**config.mk**
```make
export PLATFORM = sky130hd
export DESIGN_NAME = ladybird_fabric_top
export DESIGN_NICKNAME = d
export VERILOG_FILES = /design/src/ladybird_pkg.sv /design/src/ladybird_addr_decoder.sv /design/src/ladybird_ram_bank.sv /design/src/ladybird_resp_collector.sv /design/src/ladybird_fabric_top.sv
export SDC_FILE = /design/constraint.sdc
export NUM_CORES = 2
export LEC_CHECK = 0
export BUFFER_PORTS_ARGS = -buffer_cell sky130_fd_sc_hd__buf_4
export CAP_MARGIN = 10
export CORE_MARGIN = 2
export CORE_UTILIZATION = 41
export DETAILED_ROUTE_END_ITERATION = 8
export PLACE_DENSITY_LB_ADDON = 0.2
export SLEW_MARGIN = 5
export SYNTH_ARGS = -nofsm -noshare
export SYNTH_HDL_FRONTEND = slang
export SYNTH_HIERARCHICAL = 1
export SYNTH_SLANG_ARGS = --single-unit
export TNS_END_PERCENT = 100
```
**constraint.sdc**
```tcl
create_clock -name clk_i -period 3.7 [get_ports clk_i]
set_clock_uncertainty 0.1 [all_clocks]
set_input_delay 0.185 -clock clk_i [delete_from_list [all_inputs] [get_ports clk_i]]
set_output_delay 0.185 -clock clk_i [all_outputs]
set_load 0.02 [all_outputs]
```
**src/ladybird_pkg.sv**
```systemverilog
`default_nettype none

package ladybird_pkg;

  // ##################################################
  // Address map and field widths
  // ##################################################

  localparam logic [3:0] RAM_REGION    = 4'h8;  // 0x8000_0000 window
  localparam int         BANK_FIELD_W  = 4;
  localparam int         INDEX_FIELD_W = 10;
  localparam int         RSVD_FIELD_W  = 12;    // Bits 27:16, not decoded
  localparam int         DATA_W        = 32;
  localparam int         STRB_W        = DATA_W / 8;

  // ##################################################
  // Bus address, raw word or decoded fields
  // ##################################################

  typedef struct packed {
    logic [3:0]               region;    // 31:28
    logic [RSVD_FIELD_W-1:0]  reserved;  // Ignored by the decoder
    logic [BANK_FIELD_W-1:0]  bank;      // 15:12
    logic [INDEX_FIELD_W-1:0] index;     // Word index, 11:2
    logic [1:0]               byte_off;  // Must be zero
  } addr_fields_t;

  typedef union packed {
    logic [31:0]  raw;
    addr_fields_t fields;
  } bus_addr_u;

  // ##################################################
  // Bus and internal transfer types
  // ##################################################

  // Core side request, one per valid cycle
  typedef struct packed {
    logic              valid;
    logic              we;
    bus_addr_u         addr;
    logic [DATA_W-1:0] wdata;
    logic [STRB_W-1:0] strb;
  } bus_req_t;

  // Core side response, fixed latency
  typedef struct packed {
    logic              valid;
    logic              err;
    logic [DATA_W-1:0] rdata;
  } bus_rsp_t;

  // Shared by all banks, qualified by the bank select
  typedef struct packed {
    logic                     we;
    logic [INDEX_FIELD_W-1:0] index;
    logic [DATA_W-1:0]        wdata;
    logic [STRB_W-1:0]        strb;
  } bank_req_t;

  // Decoder to collector bookkeeping
  typedef struct packed {
    logic                    valid;
    logic                    err;
    logic                    is_read;
    logic [BANK_FIELD_W-1:0] bank;
  } rsp_tag_t;

endpackage

`default_nettype wire

```
**src/ladybird_addr_decoder.sv**
```systemverilog
`default_nettype none

module ladybird_addr_decoder #(
  parameter int NUM_BANKS   = 4,
  parameter int BANK_ADDR_W = 4
) (
  input  logic                    clk_i,
  input  logic                    anrst_i,
  input  ladybird_pkg::bus_req_t  req_i,
  output ladybird_pkg::bank_req_t bank_req_o,
  output logic [NUM_BANKS-1:0]    bank_sel_o,
  output ladybird_pkg::rsp_tag_t  tag_o
);

  import ladybird_pkg::*;

  bus_addr_u            addr;
  logic                 region_err;
  logic                 bank_err;
  logic                 index_err;
  logic                 align_err;
  logic                 addr_err;
  logic [NUM_BANKS-1:0] sel_next;

  // ##################################################
  // Address checks
  // ##################################################

  assign addr = req_i.addr;

  assign region_err = (addr.fields.region != RAM_REGION);
  assign bank_err   = (int'(addr.fields.bank) >= NUM_BANKS);  // Unpopulated bank
  assign index_err  = ((addr.fields.index >> BANK_ADDR_W) != '0);  // Past bank depth
  assign align_err  = (addr.fields.byte_off != 2'b00);  // Word access only
  assign addr_err   = region_err | bank_err | index_err | align_err;

  // One-hot select, empty for any bad address
  always_comb begin
    sel_next = '0;
    for (int b = 0; b < NUM_BANKS; b++) begin
      sel_next[b] = ~addr_err & (int'(addr.fields.bank) == b);
    end
  end

  // ##################################################
  // Request stage
  // ##################################################

  always_ff @(posedge clk_i or negedge anrst_i) begin
    if (!anrst_i) begin
      bank_sel_o <= '0;
      tag_o      <= '0;
    end else begin
      bank_sel_o    <= req_i.valid ? sel_next : '0;
      tag_o.valid   <= req_i.valid;
      tag_o.err     <= req_i.valid & addr_err;
      tag_o.is_read <= req_i.valid & ~req_i.we;
      tag_o.bank    <= addr.fields.bank;  // Only meaningful without error
    end
  end

  // Broadcast payload, banks ignore it unless selected
  always_ff @(posedge clk_i) begin
    if (req_i.valid) begin
      bank_req_o.we    <= req_i.we;
      bank_req_o.index <= addr.fields.index;
      bank_req_o.wdata <= req_i.wdata;
      bank_req_o.strb  <= req_i.strb;
    end
  end

endmodule

`default_nettype wire

```
**src/ladybird_ram_bank.sv**
```systemverilog
`default_nettype none

module ladybird_ram_bank #(
  parameter int BANK_ADDR_W = 4
) (
  input  logic                            clk_i,
  input  logic                            anrst_i,
  input  logic                            sel_i,
  input  ladybird_pkg::bank_req_t         bank_req_i,
  output logic [ladybird_pkg::DATA_W-1:0] rdata_o
);

  import ladybird_pkg::*;

  localparam int DEPTH = 2 ** BANK_ADDR_W;

  logic [DATA_W-1:0]      mem [DEPTH];
  logic [BANK_ADDR_W-1:0] word_idx;

  // Upper index bits are already checked to be zero
  assign word_idx = bank_req_i.index[BANK_ADDR_W-1:0];

  // ##################################################
  // Storage and registered read port
  // ##################################################

  always_ff @(posedge clk_i or negedge anrst_i) begin
    if (!anrst_i) begin
      for (int w = 0; w < DEPTH; w++) begin
        mem[w] <= '0;  // Banks start out zeroed
      end
      rdata_o <= '0;
    end else if (sel_i) begin
      if (bank_req_i.we) begin
        for (int b = 0; b < STRB_W; b++) begin
          if (bank_req_i.strb[b]) begin
            mem[word_idx][8*b +: 8] <= bank_req_i.wdata[8*b +: 8];  // Strobed lane
          end
        end
      end else begin
        rdata_o <= mem[word_idx];
      end
    end
  end

  // Output holds its value between reads, the collector only
  // samples it in the cycle after this bank was selected for a read

endmodule

`default_nettype wire

```
**src/ladybird_resp_collector.sv**
```systemverilog
`default_nettype none

module ladybird_resp_collector #(
  parameter int NUM_BANKS = 4
) (
  input  logic                                           clk_i,
  input  logic                                           anrst_i,
  input  ladybird_pkg::rsp_tag_t                         tag_i,
  input  logic [NUM_BANKS-1:0][ladybird_pkg::DATA_W-1:0] bank_rdata_i,
  output ladybird_pkg::bus_rsp_t                         rsp_o
);

  import ladybird_pkg::*;

  rsp_tag_t          tag_q;
  logic [DATA_W-1:0] sel_rdata;
  logic              rd_ok;

  // ##################################################
  // Tag alignment
  // ##################################################

  // Bank data shows up one cycle after the decoder stage
  always_ff @(posedge clk_i or negedge anrst_i) begin
    if (!anrst_i) begin
      tag_q <= '0;
    end else begin
      tag_q <= tag_i;
    end
  end

  // ##################################################
  // Read data select and response register
  // ##################################################

  always_comb begin
    sel_rdata = '0;
    for (int b = 0; b < NUM_BANKS; b++) begin
      if (int'(tag_q.bank) == b) begin
        sel_rdata = bank_rdata_i[b];
      end
    end
  end

  assign rd_ok = tag_q.valid & ~tag_q.err & tag_q.is_read;  // Writes answer zero

  always_ff @(posedge clk_i or negedge anrst_i) begin
    if (!anrst_i) begin
      rsp_o <= '0;
    end else begin
      rsp_o.valid <= tag_q.valid;
      rsp_o.err   <= tag_q.valid & tag_q.err;
      rsp_o.rdata <= rd_ok ? sel_rdata : '0;
    end
  end

endmodule

`default_nettype wire

```
**src/ladybird_fabric_top.sv**
```systemverilog
`default_nettype none

module ladybird_fabric_top #(
  parameter int NUM_BANKS   = 4,
  parameter int BANK_ADDR_W = 4
) (
  input  logic                   clk_i,
  input  logic                   anrst_i,
  input  ladybird_pkg::bus_req_t req_i,
  output ladybird_pkg::bus_rsp_t rsp_o
);

  import ladybird_pkg::*;

  bank_req_t                        bank_req;
  logic [NUM_BANKS-1:0]             bank_sel;
  rsp_tag_t                         tag;
  logic [NUM_BANKS-1:0][DATA_W-1:0] bank_rdata;

  // ##################################################
  // Decode stage
  // ##################################################

  ladybird_addr_decoder #(
    .NUM_BANKS   (NUM_BANKS),
    .BANK_ADDR_W (BANK_ADDR_W)
  ) u_decoder (
    .clk_i      (clk_i),
    .anrst_i    (anrst_i),
    .req_i      (req_i),
    .bank_req_o (bank_req),
    .bank_sel_o (bank_sel),
    .tag_o      (tag)
  );

  // ##################################################
  // RAM banks
  // ##################################################

  for (genvar i = 0; i < NUM_BANKS; i++) begin : gen_bank
    ladybird_ram_bank #(
      .BANK_ADDR_W (BANK_ADDR_W)
    ) u_bank (
      .clk_i      (clk_i),
      .anrst_i    (anrst_i),
      .sel_i      (bank_sel[i]),
      .bank_req_i (bank_req),    // Same request for every bank
      .rdata_o    (bank_rdata[i])
    );
  end

  ladybird_resp_collector #(
    .NUM_BANKS (NUM_BANKS)
  ) u_collector (
    .clk_i        (clk_i),
    .anrst_i      (anrst_i),
    .tag_i        (tag),
    .bank_rdata_i (bank_rdata),
    .rsp_o        (rsp_o)
  );

endmodule

`default_nettype wire

```
==> summary.txt <==
Status
  • Status: completed

Global routing
  • Total GRT Usage: 22.46%
  • Largest net degree at the start of global routing: 166
  • Global route overflow: 0
  • Vias in the first global route: 64310
  • Initial antenna violation count: 9
  • First-pass GRT wire length: between 400000 and 500000 um

Hold path
  • Hold Crit Depth: 3
  • HP Class: input pin to flip-flop
  • Worst hold endpoint: u_decoder/bank_sel_o[0]
  • Hold Path Origin: req_i[48]

Route
  • DRT iter0 DRCs: 4121
  • ANT nets after route: 0
  • Post-route DRC: 0
  • Vias: roughly 61000
  • WL per Instance: about 26 um
  • Routed vias/inst: approximately 5.6
  • Final wirelength: 282800 um
  • DR pass1 iterations: 5

Timing
  • FMAX: between 300 and 400 MHz
  • Final setup fails: 0
  • Slew Limit Headroom: 27.31%
  • Final Hold Fails: 0
  • Measured slew at the worst slew-check pin: 1089 ps
  • Final Cycle Share: between 80% and 90%
  • Tmin final: 3092 ps
  • TNS Setup: 0 ps
  • Max Transition Viols Final: 0
  • RSZ-0062 raised after global routing: false

Synthesis
  • Syn Nets: 7216
  • Mapped cell area: 101700 um^2
  • Mapped Cells: between 7000 and 8000
  • Synthesized area per cell: 14.23 um^2
  • Yosys warning count: 6

Power and ir drop
  • Pleak: roughly 57 nW
  • Pwr/cell area: about 460 nW/um^2
  • Combinational Power Share: 6.3%
  • Sequential Power Share: 46.7%
  • Worst IR Drop VDD: just over 0.0005 V
  • Int Power: 40.69 mW
  • Sw Ratio: 24.02%
  • Clock network power share: 47.0%
  • Final Power: 53.55 mW
  • Switching pwr: between 10 and 15 mW

Critical path
  • Crit Reg-Reg Startpoint: u_decoder/bank_req_o[39]
  • Reg-to-reg slack, setup: just over 600 ps
  • Setup crit start: u_decoder/bank_req_o[39]
  • FF-to-FF End: gen_bank[1].u_bank/mem[444]
  • CP arrival: approximately 3700 ps
  • Crit Path Category: flip-flop to flip-flop
  • Max Fanout on Critical Path: 59
  • Critical Path RT: 4350 ps
  • Setup crit start kind: flip-flop
  • Critical Path Sink Type: flip-flop
  • Worst R2R Path Depth: 5

Layout
  • Post-layout util: 47.21%
  • Area Growth Syn to Fin: 14.32%
  • Nets: 7432
  • Multi-input gate area: about 43000 um^2
  • Sequential Area: 56990 um^2
  • Post-route design area: approximately 120000 um^2
  • Share of cells above drive strength 1: 39.58%
  • Fillers: 21560

Die
  • IO Count: 106
  • Row Count: 182
  • CORE AREA: 246200 um^2
  • Initial core utilization: 41.30%
  • Die ar.: 251900 um^2
  • Die Y-Extent: 501.9 um
  • Die Wd: 501.9 um

Flow run
  • Max_cap viols: 0

CTS
  • Root Buffer: clkbuf_16
  • Total CTS buffers: between 200 and 250
  • CTS tree: built
  • Post-CTS Setup Bufs: 0
  • Clock slew at reported path FFs: roughly 60 ps
  • Htree depth: 4
  • Insertion delay to the later sink of the worst-skew pair: 900 ps
  • Clock Tree Buf Depth: 3
  • CTS sink count: 2269

Place
  • Port bufs: 93
  • Placed Area: 106800 um^2
  • GP Congestion: 0.8168
  • Placed wire-length estimate: 187600 um
[layout by cell type (no fill, tap or decap), drive strengths merged, types with 128 or more instances in the layout]
master and count:
buf 331, mux4 128, o22ai 256, mux2i 800, clkbuf 363, dfrtp 2228, mux2 2048, a31oi 128
nor2 358, nand2 186
[per-layer routing]
| metal | vias up | track usage [%] | wire length, um |
|---|---|---|---|
| met5 | - | 0 | 0 |
| met4 | 0 | 8.272 | 10540 |
| met3 | 468 | 2.649 | 9926 |
| met2 | 1255 | 37.97 | 140000 |
| met1 | 32810 | 29.67 | 122300 |
| li1 | 26910 | - | - |
[registers in the layout, summed over array words and instances, names as in the netlist]
signal                   cells
gen_bank.u_bank/mem       2048
gen_bank.u_bank/rdata_o    128
u_decoder/bank_req_o        41
u_collector/rsp_o           34
u_collector/tag_q            7
u_decoder/tag_o              7
u_decoder/bank_sel_o         4
[power groups by stage]
stage                     Combinational, mW  Sequential, mW  Clock (mW)
after global placement                 3.30            25.5           0
final                                  3.39            25.0        25.2
after detailed placement               3.34            25.5           0
after global routing                   3.62            25.0        26.8
after floorplan                        1.50            25.5           0
after CTS                              3.43            25.0        25.7
[critical path, cell delays in order, from the launching register on]
cell      delay, ps
edfxtp_1        410
buf_12          250
buf_4           250
nor3_1          850
nand2_1         600
mux2_2          440
[worst max-delay path by stage]
| stage | end | slack, ps | cells past startpoint |
|---|---|---|---|
| after floorplan | gen_bank[0].u_bank/mem[256] | 1560 | 5 |
| after global placement | gen_bank[1].u_bank/mem[445] | 850 | 5 |
| after detailed placement | gen_bank[1].u_bank/mem[444] | 770 | 5 |
| after CTS | gen_bank[1].u_bank/mem[444] | 720 | 5 |
| after global routing | gen_bank[1].u_bank/mem[443] | 700 | 5 |
| final | gen_bank[1].u_bank/mem[444] | 610 | 5 |
[repair_timing]
item,CTS,global route
endpoints found under the hold margin,1668,0
endpoints found under the setup margin,0,0
gates resized for setup,0,0
hold buffers,100,0
[stage by stage]
step	instances	worst slack [ps]	hold WS, ps
6_report	10890	607.5	84.59
2_1_floorplan	7144	1564	-210.6
5_1_grt	10890	702.1	69.23
3_3_place_gp	10330	854.6	110.5
4_1_cts	10880	719.9	8.866
3_5_place_dp	10330	773.7	119.7
[layout make-up]
class	instances	share of cell area, %
multi-input cells	4413	36.71
clock inverters	87	0.9722
clock buffers	363	6.223
flip-flops and latches	2269	49.04
repair buffers	430	3.456
well taps	3312	3.566
diodes	10	0.02153
inverters	5	0.01615
Note: power is estimated with default switching activity, not from simulation.
